--- config.mk ---
export PLATFORM = sky130hd
export DESIGN_NAME = cache_tag_store
export DESIGN_NICKNAME = d
export VERILOG_FILES = /design/src/hdl/cache_geom_pkg.sv /design/src/hdl/cache_ram.sv /design/src/hdl/cache_tag_store.sv
export SDC_FILE = /design/constraint.sdc
export NUM_CORES = 2
export LEC_CHECK = 0
export ABC_AREA = 1
export BUFFER_PORTS_ARGS = -buffer_cell sky130_fd_sc_hd__buf_4
export CAP_MARGIN = 30
export CORE_UTILIZATION = 55
export DETAILED_ROUTE_END_ITERATION = 8
export HOLD_SLACK_MARGIN = 0.1
export PLACE_DENSITY_LB_ADDON = 0.05
export SLEW_MARGIN = 15
export SYNTH_ARGS = -nofsm -noshare
export SYNTH_HDL_FRONTEND = slang
export SYNTH_HIERARCHICAL = 1
export SYNTH_SLANG_ARGS = --single-unit
--- constraint.sdc ---
create_clock -name clk -period 1.8 [get_ports clk]
set_input_delay 0.18 -clock clk [delete_from_list [all_inputs] [get_ports clk]]
set_output_delay 0.18 -clock clk [all_outputs]
set_load 0.01 [all_outputs]
--- src/hdl/cache_geom_pkg.sv ---
`default_nettype none

// address split and index types shared by the controller, tag store and data array
package cache_geom_pkg;

   // a word is 16 bits so the lowest address bit selects the byte within it
   localparam int BYTE_BITS = 1;

   // eight words per block
   localparam int WORD_BITS = 3;

   // sixty-four sets
   localparam int SET_BITS = 6;

   // two blocks per set
   localparam int WAYS = 2;

   // bit positions of each address field counted from bit 0
   localparam int WORD_LSB = BYTE_BITS;
   localparam int SET_LSB = WORD_LSB + WORD_BITS;

   // the tag takes every address bit from here up to ADDR_WIDTH-1
   localparam int TAG_LSB = SET_LSB + SET_BITS;

   typedef logic [SET_BITS-1:0] set_t;

   typedef logic [WORD_BITS-1:0] word_sel_t;

   typedef logic [15:0] word_t;

   // data array index with the set on top so that both ways of a set sit next to each other
   typedef struct packed {
      set_t                      set;
      logic [$clog2(WAYS)-1:0]   way;
      word_sel_t                 word;
   } block_word_t;

endpackage

`default_nettype wire

--- src/hdl/cache_ram.sv ---
`timescale 1ns/1ps
`default_nettype none

// single-port storage with a registered read
// the same block holds either metadata entries or data words
module cache_ram #(
   parameter type entry_t = logic [15:0],
   parameter int  DEPTH   = 1024
) (
   input  wire logic                     clk,
   input  wire logic                     rst_n,
   input  wire logic [$clog2(DEPTH)-1:0] idx,
   input  wire logic                     we,
   input  wire entry_t                   wdata,
   output entry_t                        rdata
);

   entry_t mem [DEPTH];

   // reset empties every entry which leaves all metadata valid bits at zero
   // a write and a read to the same index in one cycle return the old entry
   always_ff @(posedge clk or negedge rst_n) begin
      if (!rst_n) begin
         for (int i = 0; i < DEPTH; i++) begin
            mem[i] <= '0;
         end
         rdata <= '0;
      end else begin
         if (we) begin
            mem[idx] <= wdata;
         end
         // the array is read every cycle and the output follows idx one cycle later
         rdata <= mem[idx];
      end
   end

endmodule

`default_nettype wire

--- src/hdl/cache_tag_store.sv ---
`timescale 1ns/1ps
`default_nettype none

// metadata for both ways with tag compare and LRU victim choice
module cache_tag_store import cache_geom_pkg::*; #(
   parameter int ADDR_WIDTH = 16
) (
   input  wire logic                  clk,
   input  wire logic                  rst_n,
   input  wire logic [ADDR_WIDTH-1:0] lookup_addr,
   input  wire logic                  upd,
   input  wire logic                  upd_way,
   output logic                       hit,
   output logic                       hit_way,
   output logic                       victim_way
);

   localparam int TAG_BITS = ADDR_WIDTH - TAG_LSB;

   // the LRU bit is only meaningful in way 0 and names the way to evict next
   typedef struct packed {
      logic                lru;
      logic                valid;
      logic [TAG_BITS-1:0] tag;
   } meta_t;

   logic [TAG_BITS-1:0] lookup_tag;
   set_t                lookup_set;
   meta_t               meta0_rd;
   meta_t               meta1_rd;
   meta_t               meta0_wr;
   meta_t               meta1_wr;
   logic [WAYS-1:0]     match;

   assign lookup_tag = lookup_addr[ADDR_WIDTH-1:TAG_LSB];
   assign lookup_set = lookup_addr[TAG_LSB-1:SET_LSB];

   // both ways are read every cycle at the set of the lookup address
   cache_ram #(
      .entry_t (meta_t),
      .DEPTH   (1 << SET_BITS)
   ) i_meta_way0 (
      .clk   (clk),
      .rst_n (rst_n),
      .idx   (lookup_set),
      .we    (upd),
      .wdata (meta0_wr),
      .rdata (meta0_rd)
   );

   cache_ram #(
      .entry_t (meta_t),
      .DEPTH   (1 << SET_BITS)
   ) i_meta_way1 (
      .clk   (clk),
      .rst_n (rst_n),
      .idx   (lookup_set),
      .we    (upd && upd_way),
      .wdata (meta1_wr),
      .rdata (meta1_rd)
   );

   // the controller holds the lookup address steady so the tag compared here
   // belongs to the set that was read in the previous cycle
   assign match[0] = meta0_rd.valid && (meta0_rd.tag == lookup_tag);
   assign match[1] = meta1_rd.valid && (meta1_rd.tag == lookup_tag);

   assign hit     = |match;
   assign hit_way = match[1];

   // LRU 0 evicts way 0 and LRU 1 evicts way 1
   assign victim_way = meta0_rd.lru;

   always_comb begin
      // the used way gets the tag with valid set
      meta1_wr = '{lru: 1'b0, valid: 1'b1, tag: lookup_tag};
      if (upd_way) begin
         // way 0 keeps its own tag and valid and only its LRU bit changes
         meta0_wr = '{lru: 1'b0, valid: meta0_rd.valid, tag: meta0_rd.tag};
      end else begin
         meta0_wr = '{lru: 1'b1, valid: 1'b1, tag: lookup_tag};
      end
   end

endmodule

`default_nettype wire

== Word level (Yosys, flattened, before mapping) ==
Index checks and enable logic that the tools add are counted.
Word-level totals
  input bits: 20
  word-level logic and storage cells: 410
  flip-flop bits (word level): 1039
  output and inout port bits: 3
Operators by class
  magnitude comparators: 2
  reduce and logical (&&, ||, !) cells: 5
  muxes and demuxes: 11
  bitwise operators: 1
  equal/unequal tests: 2
Operator list (count)
  $bwmux W512: 2
  $bmux W8 S6: 2
  $demux W8 S6: 1
  $mux W8: 4
  $mux W7: 2
  $eq A6 B6 Y1: 2
  $ge A7 B7 Y1 const B: 1
  $lt A7 B1 Y1 const B: 1
  $not A6 Y7: 1
  $logic_and A1 B1 Y1: 4
  $reduce_or A2 Y1: 1

== Logic depth before layout (Yosys ltp) ==
  word-level depth: 6
  depth in mapped cells: 14
  gate-level depth less buffers: 11

== By module ==
The synthesis kept the hierarchy.
By module, submodules not included
  cache_ram: times used 2, area an instance 24417.2 um^2, sequential area each 13012.5 um^2, cells each 3325
  cache_tag_store: times used 1, area an instance 319.1 um^2, sequential area each 0.0 um^2, cells each 78

== Worst setup path before layout ==
No wires, ideal clock.
  path kind: input port to flip-flop
  start: in lookup_addr[4]
  end: reg i_meta_way0/rdata[6] in the netlist's numbering
  data required time: 1.681 ns
  stages on the path: 11
  slack: 0.127 ns
  arrival time: 1.554 ns
  cell sequence: inv_1 clkbuf_1 buf_2 buf_2 nand2_1 nand3_1 nand2_1 o21ai_0 nand2_1 nor2_1 nand2_1
Between the ends
  word-level cells in the longest chain between the ends: 4
RTL lines
  start: declaration: line cache_tag_store.sv:10  | input wire logic [ADDR_WIDTH-1:0] lookup_addr,
  $not A6 Y7 (implied by the code): line cache_ram.sv:33  | rdata <= mem[idx];
  $bmux W8 S6: line cache_ram.sv:33
  $mux W8 (implied by the code) (2 in series): line cache_ram.sv:33
  end signal: assignment: line cache_ram.sv:33
  end: declaration: line cache_ram.sv:15  | output entry_t rdata
No other way between the ends. The select of a mux whose other input is x is not followed.
A chain may end at the register's enable or synchronous reset.

== Worst setup path after layout ==
  start: reg i_meta_way0/rdata[3] in the netlist's numbering
  end: out hit
Between the ends
  word-level cells in the longest chain between the ends: 3
RTL lines
  $eq A6 B6 Y1: line cache_tag_store.sv:65  | assign match[0] = meta0_rd.valid && (meta0_rd.tag == lookup_tag);
  $logic_and A1 B1 Y1: line cache_tag_store.sv:65
  $reduce_or A2 Y1: line cache_tag_store.sv:68  | assign hit = |match;
  end: declaration: line cache_tag_store.sv:13  | output logic hit,
No other way between the ends.

==> results by group <==
Outcome
  – Status: finished with violations
  – Violated checks: negative setup slack

Worst setup path
  – FF-to-FF Start: i_meta_way0/mem[242]
  – Required time of the critical path: roughly 1.6 ns
  – Worst Setup Path Type: flop to output pin
  – CP Capture Type: output pin
  – Nature of the critical path startpoint: flop
  – Worst EP arrival: around 1.8 ns
  – RR Endpoint: i_meta_way0/rdata[2]
  – Max FO, Critical Path: 3
  – R2R Setup Slk: about 0.22 ns
  – Cells on worst reg2reg path: 10

Synthesis
  – Cells after Synth: roughly 6.3k
  – Mapped cell area: 46,240 µm²
  – Syn. warnings: 6
  – Net Count, Synth: 6,363
  – Syn_area_per_cell: between 7 and 8 µm²

Place
  – Number of port buffers: 18
  – Global placement routability congestion: about 0.9
  – DP HPWL: around 89 mm

Cells and area
  – Sequential cell area: ~24,000 µm²
  – Post-layout util: 65.42%
  – Area growth syn-to-layout: 16.91%
  – Fill count: between 7k and 8k
  – Ratio of cells with drive above 1 in the final layout: under 10%
  – Area of the multi-input gates: 19,600 µm²
  – Ant. Diodes: 0
  – Nets: between 6k and 7k

Routing
  – Initial drt markers: around 3.5k
  – DRT Wirelength: 136.8 mm
  – Initial DRT Pass Iterations: 8
  – Wire length per cell: ~18 µm
  – Detail Route Antenna Nets: 0
  – DRC: 0
  – Via density: ~5.4
  – DR vias: around 40k

Die
  – Io pins: 23
  – Site row count: about 110
  – Initial Utilization: a little under three fifths
  – Core box area: between 80,000 and 90,000 µm²
  – Die Y: a little under 300 µm
  – Die area: 85,240 µm²
  – Die X: slightly below 300 µm

Timing
  – Setup TNS: -0.2054 ns
  – Final hold slack: roughly 0.17 ns
  – RSZ-0062 raised after global routing: yes
  – Hold Fails Final Rpt: 0
  – Slew headroom: between 50% and 60%
  – Final setup margin: -0.1437 ns
  – Tcrit/Tclk final: 108.0%
  – Fin crit period: 1.944 ns
  – Worst Clk Skew: around 0.023 ns
  – Maximum clock rate: 514.5 MHz
  – Final setup fails: 2
  – Worst-margin pin slew: 0.7433 ns
  – Fin. max-slew vios: 0

GRT
  – Total global-route track usage: about 33%
  – Initial antenna violation count: 1
  – Grt met2 use: 53.32%
  – Gr ovfl total: 0
  – Most used routing layer: met2
  – GR Util met3: 4.163%
  – First-pass GRT wire length: between 200 and 250 mm
  – Via count of the first global-routing pass: around 39k
  – Pin count of the biggest net entering global routing: 81
  – GRT met1 Usage: a little under half

Min path
  – WHS Endpoint: i_meta_way1/mem[318]
  – Path category of the worst min-delay check: input port to flop
  – Hold Path Stages: 6
  – Worst hold start: upd_way

CTS
  – Total clock sinks: 975
  – H-tree level count: 3
  – CTS Buffer Depth: 3
  – Worst skew pair latency: between 0.6 and 0.7 ns
  – Post-CTS Setup Bufs: 0
  – Num CTS Buffers: between 100 and 150
  – Clock-pin slew of the registers on the worst-case setup and hold paths: ~0.06 ns
  – TritonCTS clock tree: built
  – Root Buffer: clkbuf_16

Pwr
  – VDD IR max: roughly 0.00087 V
  – LEAKAGE: 0.02794 µW
  – PwrDens: between 1000 and 1500 nW/µm²

Flow run
  – Maxcap violations: 0
## routing by layer
metal	share of wire (%)	wire (µm)
met2	47	64640
met5	0	0
met4	3.7	5070
met3	5.9	8061
met1	43	59020
## power breakdown
group / internal (µW) / switching (µW) / total [µW] / leakage [µW]
registers: 24300 / 1210 / 25600 / 0.0129
logic: 2660 / 4770 / 7430 / 0.0134
clock network: 12800 / 8750 / 21600 / 0.00169
total: 39800 / 14700 / 54500 / 0.0279
## worst max-delay path by stage
| stage | startpoint | end | slack [ns] | cells past startpoint |
|---|---|---|---|---|
| after floorplan | lookup_addr[4] | i_meta_way0/rdata[6] | 0.13 | 11 |
| after global routing | i_meta_way0/rdata[4] | hit | -0.23 | 8 |
| after CTS | i_meta_way0/rdata[3] | hit | -0.18 | 8 |
| final | i_meta_way0/rdata[3] | hit | -0.14 | 8 |
| after detailed placement | upd | i_meta_way1/mem[237] | -0.12 | 8 |
| after global placement | lookup_addr[4] | i_meta_way0/rdata[2] | -0.12 | 12 |
## stage by stage
stage / total power, µW / instances / instance area, µm² / setup WS, ns
final: 54540 / 7596 / 54060 / -0.1437
after floorplan: 30120 / 6343 / 46240 / 0.1273
after global routing: 57090 / 7596 / 54060 / -0.2349
after detailed placement: 33230 / 7401 / 50460 / -0.1154
after CTS: 54860 / 7596 / 54020 / -0.1782
after global placement: 33000 / 7401 / 50460 / -0.1206
## critical path, cell delays in order (launching register included)
cell and delay (ns):
dfrtp_2 0.45, nand2_2 0.07, nand2_1 0.04, inv_1 0.05
nand2_1 0.06, nor2_2 0.09, nand2_2 0.13, nand2_2 0.11
buf_6 0.10
## final cells by class
cell class                      count  share of cell area [%]
Sequential cell                   975                   45.13
Multi-Input combinational cell   4775                   36.25
Timing Repair Buffer              429                   8.642
Clock buffer                      158                   5.747
Tap cell                         1070                   2.476
Inverter                          164                   1.164
Clock inverter                     25                  0.5879
## flip-flops by register name, summed over array words and instances, names as in the netlist
register / count
i_meta_way0/mem: 512
i_meta_way1/mem: 448
i_meta_way0/rdata: 8
i_meta_way1/rdata: 7
## placed cells by master, fill, tap and decap left out, types with 2 or more instances in the layout
cell / n
nand2_1: 3458
dfrtp_1: 974
o21ai_0: 925
buf_4: 300
nor2_1: 190
inv_1: 136
a21oi_1: 112
buf_12: 111
clkbuf_16: 105
clkbuf_8: 29
clkbuf_1: 25
inv_2: 23
nand3_1: 18
clkinv_2: 14
dlygate4sd3_1: 12
nor3_1: 11
nand2_2: 10
o211ai_1: 10
nor3_2: 9
nor2_2: 8
or2_2: 8
nor4_4: 8
bufinv_16: 7
inv_6: 6
buf_6: 3
nor4_2: 2
nor4_1: 2
buf_8: 2
## what timing repair did
action | in CTS | in global routing
gates cloned | 0 | 0
hold endpoints to repair | 1014 | 0
pin swaps | 5 | 9
gates resized for setup | 4 | 17
endpoints found under the setup margin | 2 | 39
hold buffers | 12 | 0
Power figures use the tool's default switching activity.
