[src/hdl/cache_geom_pkg.sv]
`default_nettype none

// address split and index types shared by the controller, tag store and data array
package cache_geom_pkg;

   // a word is 16 bits so the lowest address bit selects the byte within it
   localparam int BYTE_BITS = 1;

   // eight words per block
   localparam int WORD_BITS = 3;

   // sixty-four sets
   localparam int SET_BITS = 6;

   // two blocks per set
   localparam int WAYS = 2;

   // bit positions of each address field counted from bit 0
   localparam int WORD_LSB = BYTE_BITS;
   localparam int SET_LSB = WORD_LSB + WORD_BITS;

   // the tag takes every address bit from here up to ADDR_WIDTH-1
   localparam int TAG_LSB = SET_LSB + SET_BITS;

   typedef logic [SET_BITS-1:0] set_t;

   typedef logic [WORD_BITS-1:0] word_sel_t;

   typedef logic [15:0] word_t;

   // data array index with the set on top so that both ways of a set sit next to each other
   typedef struct packed {
      set_t                      set;
      logic [$clog2(WAYS)-1:0]   way;
      word_sel_t                 word;
   } block_word_t;

endpackage

`default_nettype wire

[src/hdl/axil_pkg.sv]
`default_nettype none

// channel bundles for the 16-bit AXI4-Lite ports on the processor and memory sides
package axil_pkg;

   // the struct address is full width and the cache uses only the low ADDR_WIDTH bits
   localparam int AXIL_ADDR_MAX = 32;

   // data width of both buses
   localparam int AXIL_DATA_BITS = 16;

   // read address channel
   typedef struct packed {
      logic [AXIL_ADDR_MAX-1:0]  addr;
      logic                      valid;
   } axil_ar_t;

   // read data channel
   // the response code is left out since every read answers OKAY
   typedef struct packed {
      logic [AXIL_DATA_BITS-1:0] data;
      logic                      valid;
   } axil_r_t;

   // write address channel
   typedef struct packed {
      logic [AXIL_ADDR_MAX-1:0]  addr;
      logic                      valid;
   } axil_aw_t;

   // write data channel
   // every write covers the whole word so there is no strobe
   typedef struct packed {
      logic [AXIL_DATA_BITS-1:0] data;
      logic                      valid;
   } axil_w_t;

   // ready signals and the write response valid travel as single wires

endpackage

`default_nettype wire

[src/hdl/cache_ctrl.sv]
`timescale 1ns/1ps
`default_nettype none

// transaction FSM for lookup, block refill, write-through and both bus responses
module cache_ctrl import cache_geom_pkg::*, axil_pkg::*; #(
   parameter int ADDR_WIDTH = 16
) (
   input  wire logic                  clk,
   input  wire logic                  rst_n,
   // processor side
   input  wire axil_ar_t              s_ar,
   output logic                       s_ar_ready,
   output axil_r_t                    s_r,
   input  wire logic                  s_r_ready,
   input  wire axil_aw_t              s_aw,
   output logic                       s_aw_ready,
   input  wire axil_w_t               s_w,
   output logic                       s_w_ready,
   output logic                       s_b_valid,
   input  wire logic                  s_b_ready,
   // memory side
   output axil_ar_t                   m_ar,
   input  wire logic                  m_ar_ready,
   input  wire axil_r_t               m_r,
   output logic                       m_r_ready,
   output axil_aw_t                   m_aw,
   input  wire logic                  m_aw_ready,
   output axil_w_t                    m_w,
   input  wire logic                  m_w_ready,
   input  wire logic                  m_b_valid,
   output logic                       m_b_ready,
   // tag store
   output logic [ADDR_WIDTH-1:0]      lookup_addr,
   output logic                       upd,
   output logic                       upd_way,
   input  wire logic                  hit,
   input  wire logic                  hit_way,
   input  wire logic                  victim_way,
   // data array
   output block_word_t                data_idx,
   output logic                       data_we,
   output word_t                      data_wdata,
   input  wire word_t                 data_rdata,
   output logic                       miss
);

   typedef enum logic [2:0] {
      ST_IDLE,
      ST_LOOKUP,
      ST_RESPOND,
      ST_REFILL_AR,
      ST_REFILL_R,
      ST_WR_MEM,
      ST_WR_RESP
   } state_t;

   state_t                  state;
   state_t                  state_nxt;
   logic                    is_wr;
   logic                    hit_q;
   logic                    way_q;
   logic                    from_refill;
   logic                    aw_done;
   logic                    w_done;
   word_sel_t               cnt;
   logic [ADDR_WIDTH-1:0]   req_addr;
   word_t                   wdata_q;
   word_t                   fill_word;
   logic                    wr_offer;
   logic                    wr_fire;
   logic                    ar_fire;
   logic                    r_fire;
   logic                    aw_fire;
   logic                    w_fire;
   logic                    b_fire;
   logic                    last_word;
   set_t                    req_set;
   word_sel_t               req_word;

   assign req_set  = req_addr[TAG_LSB-1:SET_LSB];
   assign req_word = req_addr[SET_LSB-1:WORD_LSB];

   // a write needs both address and data before it is taken and it wins over a read
   assign wr_offer   = s_aw.valid && s_w.valid;
   assign s_aw_ready = (state == ST_IDLE) && wr_offer;
   assign s_w_ready  = s_aw_ready;
   assign s_ar_ready = (state == ST_IDLE) && s_ar.valid && !wr_offer;
   assign wr_fire    = s_aw_ready;
   assign ar_fire    = s_ar_ready;

   assign s_r.valid = (state == ST_RESPOND);
   // a hit answers from the data array output which stays put while the index is held
   assign s_r.data  = from_refill ? fill_word : data_rdata;
   assign s_b_valid = (state == ST_WR_RESP);

   // refill reads walk the block from word 0 to word 7
   always_comb begin
      m_ar.addr = '0;
      m_ar.addr[ADDR_WIDTH-1:0] = {req_addr[ADDR_WIDTH-1:SET_LSB], cnt, {BYTE_BITS{1'b0}}};
      m_aw.addr = '0;
      m_aw.addr[ADDR_WIDTH-1:0] = req_addr;
   end

   assign m_ar.valid = (state == ST_REFILL_AR);
   assign m_r_ready  = (state == ST_REFILL_R);
   assign r_fire     = m_r_ready && m_r.valid;
   assign last_word  = &cnt;

   // address and data of the forwarded write may be taken in different cycles
   assign m_aw.valid = (state == ST_WR_MEM) && !aw_done;
   assign m_w.valid  = (state == ST_WR_MEM) && !w_done;
   assign m_w.data   = wdata_q;
   assign aw_fire    = m_aw.valid && m_aw_ready;
   assign w_fire     = m_w.valid && m_w_ready;
   assign m_b_ready  = (state == ST_WR_MEM) && aw_done && w_done;
   assign b_fire     = m_b_ready && m_b_valid;

   // in idle the incoming address goes straight to the tag store so that the
   // metadata read overlaps the handshake cycle
   always_comb begin
      lookup_addr = req_addr;
      if (state == ST_IDLE) begin
         lookup_addr = wr_offer ? s_aw.addr[ADDR_WIDTH-1:0] : s_ar.addr[ADDR_WIDTH-1:0];
      end
   end

   // the LRU moves on every hit and once more when a refill completes
   assign upd     = ((state == ST_LOOKUP) && hit) || (r_fire && last_word);
   assign upd_way = (state == ST_LOOKUP) ? hit_way : way_q;

   // the hit way is known during lookup and is held in way_q afterwards
   assign data_idx.set  = req_set;
   assign data_idx.way  = (state == ST_LOOKUP) ? hit_way : way_q;
   assign data_idx.word = (state == ST_REFILL_R) ? cnt : req_word;
   assign data_we       = r_fire || ((state == ST_WR_MEM) && hit_q);
   assign data_wdata    = (state == ST_REFILL_R) ? m_r.data : wdata_q;

   always_comb begin
      state_nxt = state;
      case (state)
         ST_IDLE:      if (wr_fire || ar_fire) state_nxt = ST_LOOKUP;
         ST_LOOKUP: begin
            if (is_wr) begin
               state_nxt = ST_WR_MEM;
            end else if (hit) begin
               state_nxt = ST_RESPOND;
            end else begin
               state_nxt = ST_REFILL_AR;
            end
         end
         ST_RESPOND:   if (s_r_ready) state_nxt = ST_IDLE;
         ST_REFILL_AR: if (m_ar_ready) state_nxt = ST_REFILL_R;
         ST_REFILL_R:  if (r_fire) state_nxt = last_word ? ST_RESPOND : ST_REFILL_AR;
         ST_WR_MEM:    if (b_fire) state_nxt = ST_WR_RESP;
         ST_WR_RESP:   if (s_b_ready) state_nxt = ST_IDLE;
         default:      state_nxt = ST_IDLE;
      endcase
   end

   always_ff @(posedge clk or negedge rst_n) begin
      if (!rst_n) begin
         state       <= ST_IDLE;
         is_wr       <= 1'b0;
         hit_q       <= 1'b0;
         way_q       <= 1'b0;
         from_refill <= 1'b0;
         aw_done     <= 1'b0;
         w_done      <= 1'b0;
         cnt         <= '0;
         miss        <= 1'b0;
      end else begin
         state <= state_nxt;
         // miss is a single pulse in the cycle after a read lookup fails
         miss  <= (state == ST_LOOKUP) && !is_wr && !hit;
         if (state == ST_IDLE) begin
            is_wr <= wr_offer;
         end
         if (state == ST_LOOKUP) begin
            hit_q       <= hit;
            // on a miss the refill goes into the way that LRU points at
            way_q       <= hit ? hit_way : victim_way;
            from_refill <= 1'b0;
            aw_done     <= 1'b0;
            w_done      <= 1'b0;
            cnt         <= '0;
         end
         if (r_fire) begin
            cnt <= cnt + word_sel_t'(1);
            if (last_word) begin
               from_refill <= 1'b1;
            end
         end
         if (aw_fire) begin
            aw_done <= 1'b1;
         end
         if (w_fire) begin
            w_done <= 1'b1;
         end
      end
   end

   // request address and data are captured at the handshake
   always_ff @(posedge clk) begin
      if (wr_fire) begin
         req_addr <= s_aw.addr[ADDR_WIDTH-1:0];
         wdata_q  <= s_w.data;
      end else if (ar_fire) begin
         req_addr <= s_ar.addr[ADDR_WIDTH-1:0];
      end
      // keep the requested word as it passes by during refill
      if (r_fire && (cnt == req_word)) begin
         fill_word <= m_r.data;
      end
   end

endmodule

`default_nettype wire

[config.mk]
export PLATFORM = sky130hd
export DESIGN_NAME = cache_ctrl
export DESIGN_NICKNAME = d
export VERILOG_FILES = /design/src/hdl/cache_geom_pkg.sv /design/src/hdl/axil_pkg.sv /design/src/hdl/cache_ctrl.sv
export SDC_FILE = /design/constraint.sdc
export NUM_CORES = 1
export LEC_CHECK = 0
export ABC_CLOCK_PERIOD_IN_PS = 6300
export BUFFER_PORTS_ARGS = -buffer_cell sky130_fd_sc_hd__buf_2
export CORE_ASPECT_RATIO = 0.7
export CORE_MARGIN = 4
export CORE_UTILIZATION = 35
export CTS_CLUSTER_SIZE = 12
export DETAILED_ROUTE_END_ITERATION = 16
export GPL_TIMING_DRIVEN = 0
export PLACE_DENSITY = 0.76
export SYNTH_ARGS = -nofsm -noshare
export SYNTH_HDL_FRONTEND = slang
export SYNTH_SLANG_ARGS = --single-unit
export TNS_END_PERCENT = 20
[constraint.sdc]
create_clock -name clk -period 6.3 [get_ports clk]
set_input_delay 0.63 -clock clk [delete_from_list [all_inputs] [get_ports clk]]
set_output_delay 0.63 -clock clk [all_outputs]
set_load 0.05 [all_outputs]
Word level (Yosys, flattened, before mapping) --
Cells that the tools add are included.
Operators by class: equality and inequality tests 13, reduce and logical (&&, ||, !) cells 33, muxes and demuxes 27, $add $sub $neg 1
Operator list (count):
- $mux W16 | 6
- $mux W3 | 10
- $pmux W3 S7 | 1
- $logic_and A1 B1 Y1 | 18
- $mux W1 | 10
- $ne A2 B1 Y1 const B | 5
- $eq A3 B3 Y1 const B | 3
- $reduce_bool A2 Y1 | 4
- $eq A3 B2 Y1 const B | 2
- $reduce_and A6 Y1 | 1
- $logic_not A1 Y1 | 5
- $add A3 B1 Y3 const B | 1
- $eq A3 B1 Y1 const B | 1
- $eq A3 B3 Y1 | 1
- $logic_not A3 Y1 | 1
- $logic_or A1 B1 Y1 | 3
- $reduce_and A3 Y1 | 1
- $ne A2 B2 Y1 const B | 1
Storage, ports and cells: input port bits 127, word-level logic and storage cells 86, register bits 61

Logic depth before layout (Yosys ltp) --
Gate-level depths: netlist of run 1.
depth in word-level cells 6, depth in mapped cells 7, gate-level depth less buffers 4

Least setup slack after synthesis of run 1 --
No wires, ideal clock.
kind flip-flop to flip-flop, start register state[0], end register fill_word[0], enable pin, cell stages (with the launch flop) 5, arrival time 2641 ps, path slack 3229 ps, required time 5870 ps, buffers on the path 1, cell sequence dfrtp_1 buf_6 nor3b_2 nand2_1 nor4_1
On the way: cells in the longest elaborated chain, start to end 3
RTL lines:
- start, declared | RTL line cache_ctrl.sv:57 | state_t state;
- start signal, assigned | RTL line cache_ctrl.sv:172 | state <= state_nxt;
- $eq A3 B3 Y1 | RTL line cache_ctrl.sv:105 | assign m_r_ready = (state == ST_REFILL_R);
- $logic_and A1 B1 Y1 | RTL line cache_ctrl.sv:106 | assign r_fire = m_r_ready && m_r.valid;
- $logic_and A1 B1 Y1 | RTL line cache_ctrl.sv:211 | if (r_fire && (cnt == req_word)) begin
- end signal, assigned | RTL line cache_ctrl.sv:212 | fill_word <= m_r.data;
- end, declared | RTL line cache_ctrl.sv:68 | word_t fill_word;
No other way between the ends. A chain may end at the register's enable or synchronous reset.

==> flow_summary.yaml, run 1 <==
synthesis:
  synth.avg_cell_area_um2: 12.0
  yosys.area_share.simple: 0.0943
  synth_edf_count: 48
  ys_seq_area_frac: 0.484
  ys_async_sr_fraction: 0.213
  muxShareOfSynthArea: 0.214
  synth_top_family_by_area: "multiplexers"
  synthAdderAreaFrac: 0.00686
  ys.flop_type: "edfxtp_1"
  synth_cells: 304
  synth_xor_area_frac: 0.00720
  ys_seq_elements: 61
  synth.distinct_cells: 43
  synth_area_um2: 3650
  synth_warnings: 0
  synth_compound_area_frac: 0.0504
clock_tree:
  cts_made_buffers: 9
  postCtsSetupRepairBufs: 0
  clock_tree.root_cell: "clkbuf_16"
  clk_path_buf_depth: 2
  htreeDepth: 3
  cts.clk_slew.worst_paths_ns: 0.05
  ctsResizeCount: 0
  cts_tree: "done"
  clock_sinks: 61
  cts_hold_buf: 0
  clk_latency_ns: 0.32
power:
  p_clk_frac: 0.183
  internal-power_mw: 1.23
  leakage_nw: 2.64
  switching_share: 0.520
  finalPower_mw: 2.55
  irDropWorstVdd_mv: 0.318
  power.net_switching_mw: 1.33
  pwr-share-seq: 0.229
  comb_power_share: 0.587
  power.density_nw_per_um2: 481
die:
  die-area_um2: 12200
  core_area_um2: 9950
  die_w_um: 130
  die_h_um: 93.4
  fp-row-count: 30
  num_io_pins: 279
  start_util: 0.367
detailed_routing:
  vias: 3178
  dr.pass1.iters: 4
  drc: 0
  finalWirelength_um: 11200
  vias_per_cell: 4.57
  postRouteAntennaNets: 0
  drt_iter0_drc: 94
  wire_per_inst_um: 16.2
cells_and_area:
  multi_input_area_um2: 1490
  nNetsFinal: 691
  final_util: 0.533
  seq_area_um2: 1770
  layout-drive-gt1-share: 0.621
  nFillCells: 896
  mostFrequentLayoutCells: "buf_2 (216), buf_4 (55), mux2_2 (51), edfxtp_1 (48), conb_1 (33)"
  n_antenna_cell: 0
  layout_commonest_cell: "buf_2"
  area_growth_pct: 45.2
sta:
  fin_crit_sh: 0.467
  rsz0062_at_grt: "false"
  finalWorstPathRequiredPeriod_ns: 2.94
  maxSlewHeadroom: 0.613
  max_freq_mhz: 340
  finalClockSkew_ns: 0.0118
  timing.final.max_slew_violations: 0
  tightest_slew_ns: 0.578
  hold_viol: 0
  fin_tns_setup_ns: 0
  finalSetupViolCount: 0
run_status:
  status: "completed"
setup_path:
  startpoint_type: "flop"
  path_class: "flop to primary output"
  crit_path_end_kind: "primary output"
  required_ns: 5.67
  crit_arrival_ns: 2.31
  critPathMaxFanout: 10
global_route:
  grt-ovfl-total: 0
  grt_pass1_vias: 3122
  track_usage: 0.177
  grt_max_degree: 28
  grt_pass1_wl_um: 16400
  antenna_found_initial: 0
hold_path:
  hp-class: "input port to async pin"
job:
  maxCapViolCount: 0
placed_design:
  place_hpwl_um: 9170
  place.gp.congestion: 0.827
  port-buffer-count: 213
[synth_stat cells (2+ instances only)]
library cell / count / area share
clkbuf_1: 6 / 0.0062
ha_1: 2 / 0.0069
buf_4: 53 / 0.11
a211oi_1: 2 / 0.0041
dfrtp_1: 13 / 0.089
nor3_1: 3 / 0.0041
a21oi_1: 3 / 0.0041
nand3_1: 6 / 0.0082
mux2i_1: 18 / 0.049
and3_1: 2 / 0.0034
and2_1: 2 / 0.0034
buf_6: 3 / 0.0093
xor2_1: 3 / 0.0072
mux2_2: 51 / 0.16
inv_1: 2 / 0.0021
edfxtp_1: 48 / 0.39
nand2_1: 31 / 0.032
o41ai_1: 2 / 0.0048
buf_2: 3 / 0.0041
o21ai_0: 18 / 0.025
clkbuf_8: 2 / 0.0075
nor2_1: 8 / 0.0082
and2b_2: 2 / 0.0048
a21o_1: 2 / 0.0041
[critical path: stages (launching register included)]
cell and delay, ns:
dfrtp_1 0.37, buf_6 0.13, nor3b_2 0.51, buf_2 0.39
mux2_2 0.38, buf_2 0.22
[power by group through the flow]
stage	clock (mW)	combinational (mW)	sequential, mW
floorplan	0	1.04	0.710
global placement	0	1.48	0.587
detailed placement	0	1.51	0.591
CTS	0.479	1.51	0.585
global route	0.500	1.58	0.594
finish	0.468	1.50	0.585
[logic make-up (layout without fill, tap and decap cells)]
group / after synthesis / after routing
buf+inv: 70 / 301
fa+ha+maj: 2 / 2
xor+xnor: 3 / 3
simple gates: 65 / 65
mux: 71 / 71
flops: 61 / 61
compound gates: 31 / 31
other cells: 1 / 33
[registers in the layout, summed over array words and instances (netlist names)]
name / count
cnt: 3
state: 3
fill_word: 16
req_addr: 16
wdata_q: 16
aw_done: 1
way_q: 1
w_done: 1
miss: 1
is_wr: 1
from_refill: 1
hit_q: 1
[per-stage QoR]
step | instances | instance area [um^2] | hold slack (ns) | setup WS [ns]
after floorplan | 336 | 3770 | 0.334 | 3.23
after global placement | 677 | 5000 | 0.459 | 2.04
after detailed placement | 679 | 5020 | 0.478 | 3.64
after CTS | 695 | 5300 | 0.183 | 3.31
after global routing | 695 | 5300 | 0.199 | 3.25
final | 695 | 5300 | 0.183 | 3.36
[per-layer routing]
metal	part of all wire	wire, um	up-vias	track usage
met3	0.10	1150	11	0.0696
li1	-	-	1522	-
met4	0.0090	101	0	0.0450
met1	0.37	4190	1484	0.194
met2	0.52	5790	161	0.319
met5	0	0	-	0
[path summary, 6_finish.rpt]
check / slack [ns] / start / end / cells after the start
max in group asynchronous: 5.88 / rst_n / aw_done / 1
max: 3.36 / state[0] / data_idx[1] / 5
max reg2reg: 3.95 / state[0] / req_addr[13] / 6
min in group clk: 0.48 / s_w[1] / wdata_q[0] / 1
min: 0.18 / rst_n / is_wr / 1
min reg2reg: 0.49 / way_q / way_q / 2
[cell type report]
cell class | count | area share
inverter | 2 | 0.00142
multi-input combinational | 205 | 0.281
timing repair buffer | 215 | 0.204
sequential | 61 | 0.333
clock buffer | 9 | 0.0425
tap | 128 | 0.0302
clock inverter | 7 | 0.0106
buffer | 68 | 0.0966
(Power assumes the default switching activity.)
==> inputs of run 2 (changes only) <==
--- a/config.mk
+++ b/config.mk
@@ -5,7 +5,8 @@
 export SDC_FILE = /design/constraint.sdc
 export NUM_CORES = 1
 export LEC_CHECK = 0
-export ABC_CLOCK_PERIOD_IN_PS = 6300
+export ABC_AREA = 1
+export ABC_CLOCK_PERIOD_IN_PS = 2950
 export BUFFER_PORTS_ARGS = -buffer_cell sky130_fd_sc_hd__buf_2
 export CORE_ASPECT_RATIO = 0.7
 export CORE_MARGIN = 4
==> constraint.sdc (replaced) <==
create_clock -name clk -period 2.95 [get_ports clk]
set_input_delay 0.295 -clock clk [delete_from_list [all_inputs] [get_ports clk]]
set_output_delay 0.295 -clock clk [all_outputs]
set_load 0.05 [all_outputs]
==> run 2 against run 1 <==
Net effect: routed wire length grew 0.36%; clock power grew 110%; area after synthesis shrank 2.5%; sequential share of layout area grew 0.50 points; die area shrank 2.3%; final area shrank 1.5%; via count grew 6.5%; critical path type unchanged; largest power group unchanged.
==> flow_summary.yaml, run 2 <==
detailed_routing:
  drt_iter0_drc: 190
  wire_per_inst_um: 14.6
  vias: 3386
  finalWirelength_um: 11300
  vias_per_cell: 4.39
  drc: 0
  dr.pass1.iters: 4
  postRouteAntennaNets: 0
cells_and_area:
  multi_input_area_um2: 1280
  layout_commonest_cell: "buf_2"
  area_growth_pct: 46.6
  finalInstanceArea_um2: 5220
  n_antenna_cell: 0
  layout-drive-gt1-share: 0.503
  top_regs: "fill_word x16, req_addr x16, wdata_q x16"
  nFillCells: 922
  nNetsFinal: 768
  mostFrequentLayoutCells: "buf_2 (217), nand2_1 (108), buf_4 (59), edfxtp_1 (48), inv_1 (35)"
  seq_area_um2: 1770
  finalNonFillerCells: 772
die:
  start_util: 0.363
  die-area_um2: 11900
  num_io_pins: 279
  core_area_um2: 9800
  die_w_um: 129
  fp-row-count: 30
  die_h_um: 92.4
setup_path:
  path_class: "flop to primary output"
  crit_path_max_incr_delay_ns: 0.50
  crit_path_end_kind: "primary output"
  crit_family: "buffers and inverters"
  crit_arrival_ns: 2.24
  required_ns: 2.65
  critPathMaxFanout: 27
  critPathBufInv: 4
  startpoint_type: "flop"
  crit_path_top_delay_cell: "buf_2"
  critPathMostFrequentCell: "buf_2"
  path_cells: "buf_6 > nor2_8 > nand2_4 > nor2_4 > buf_2 > buf_4 > buf_2"
sta:
  maxSlewHeadroom: 0.372
  hold_viol: 0
  finalSetupViolCount: 0
  finalClockSkew_ns: 0.00216
  whs_ns: 0.153
  tightest_slew_ns: 0.943
  timing.final.max_slew_violations: 0
  fin_crit_sh: 0.858
  max_freq_mhz: 395
  fin_tns_setup_ns: 0
  finalWorstPathRequiredPeriod_ns: 2.53
  rsz0062_at_grt: "false"
synthesis:
  ys_async_sr_fraction: 0.213
  synth_cells: 381
  yosys.area.top_type_share: 0.405
  synth_edf_count: 48
  synth_compound_area_frac: 0.0872
  yosys.area_share.simple: 0.179
  synth_warnings: 0
  synth_top_area_cell: "edfxtp_1"
  synth.distinct_cells: 33
  ys_seq_area_frac: 0.496
  synth_area_leaders: "edfxtp_1 (40%), buf_4 (12%), nand2_1 (11%)"
  muxShareOfSynthArea: 0.0506
  synth_xor_area_frac: 0
  synth_area_um2: 3560
  ys.flop_type: "edfxtp_1"
  synth_top_family_by_area: "buffers and inverters"
  synth.most_common_cell: "nand2_1"
  ys_seq_elements: 61
  ys_top_cells_by_count: "nand2_1 (108), buf_4 (59), edfxtp_1 (48), inv_1 (35), o21ai_0 (28)"
  synth.avg_cell_area_um2: 9.34
  synthAdderAreaFrac: 0.00703
clock_tree:
  ctsResizeCount: 0
  cts_tree: "done"
  clock_tree.root_cell: "clkbuf_16"
  clk_path_buf_depth: 2
  clock_sinks: 61
  htreeDepth: 3
  cts_made_buffers: 9
  cts.clk_slew.worst_paths_ns: 0.05
  clk_latency_ns: 0.31
global_route:
  grt-ovfl-total: 0
  grt_max_degree: 28
  antenna_found_initial: 0
  grt_pass1_wl_um: 16800
  grt_pass1_vias: 3295
  track_usage: 0.181
placed_design:
  port-buffer-count: 213
  place_hpwl_um: 9300
  dp.cells: 755
  place.gp.congestion: 0.877
  place_area_um2: 4930
job:
  maxCapViolCount: 0
run_status:
  status: "completed"
power:
  irDropWorstVdd_mv: 0.678
  power.density_nw_per_um2: 1060
  leakage_nw: 2.78
hold_path:
  hp-class: "input port to flop"
## run 2: cell types whose count changed in the layout (fill, tap and decap cells not counted), moves of 3 or more
cell and delta:
a21oi_1 -3, buf_4 +4, clkbuf_1 -3, inv_1 +33, inv_2 +3, mux2_2 -35
mux2i_1 -18, nand2_1 +77, nor2_1 +7, o211ai_1 +13, o21ai_0 +10, o221ai_1 +3
xor2_1 -3
## run 2: path summary, 6_finish.rpt
| check | to | cells past startpoint | start | slack, ns |
|---|---|---|---|---|
| worst max-delay path | s_w_ready | 7 | state[0] | 0.42 |
| worst min-delay path | wdata_q[7] | 1 | s_w[8] | 0.15 |
| worst max register to register | req_addr[5] | 5 | state[0] | 0.72 |
| worst min register to register | way_q | 2 | way_q | 0.49 |
| max in group asynchronous | from_refill | 2 | rst_n | 2.30 |
| min in group asynchronous | state[2] | 2 | rst_n | 0.41 |
## run 2: kinds of logic (layout without fill, tap and decap cells)
family | after synthesis | after routing
and+or+nand+nor | 145 | 145
buffers and inverters | 105 | 336
DFF | 61 | 61
AOI/OAI and AO/OA | 51 | 51
muxes | 16 | 16
adders and majority gates | 2 | 2
other | 1 | 33
## run 2: timing repair
item | in CTS | in global routing
hold buffers | 1 | 0
setup buffers | 0 | 0
endpoints found under the hold margin | 13 | 0
## run 2: layout make-up
type / instances / area share
timing repair buffer: 215 / 0.208
clock buffer: 11 / 0.0446
clock inverter: 5 / 0.00983
tap: 128 / 0.0307
buffer: 66 / 0.0937
multi-input combinational: 247 / 0.246
inverter: 39 / 0.0285
sequential: 61 / 0.338
## run 2: where the power goes
group / internal (mW) / switching (mW)
logic: 0.772 / 2.53
clock network: 0.648 / 0.356
registers: 1.12 / 0.101
## run 2: per-stage QoR
step	util	total power, mW	setup WS (ns)
2_1_floorplan	-	3.80	0.443
3_3_place_gp	0.501	4.48	-0.107
3_5_place_dp	0.503	4.54	0.732
4_1_cts	0.533	5.56	0.392
5_1_grt	0.533	5.79	0.285
6_report	0.533	5.52	0.419
## run 2: layer usage
metal	vias to the layer above	routed length [um]	GRT usage
met1	1571	4660	0.229
li1	1691	-	-
met3	8	725	0.0490
met2	116	5830	0.315
met5	-	0	0
met4	0	50	0.0306
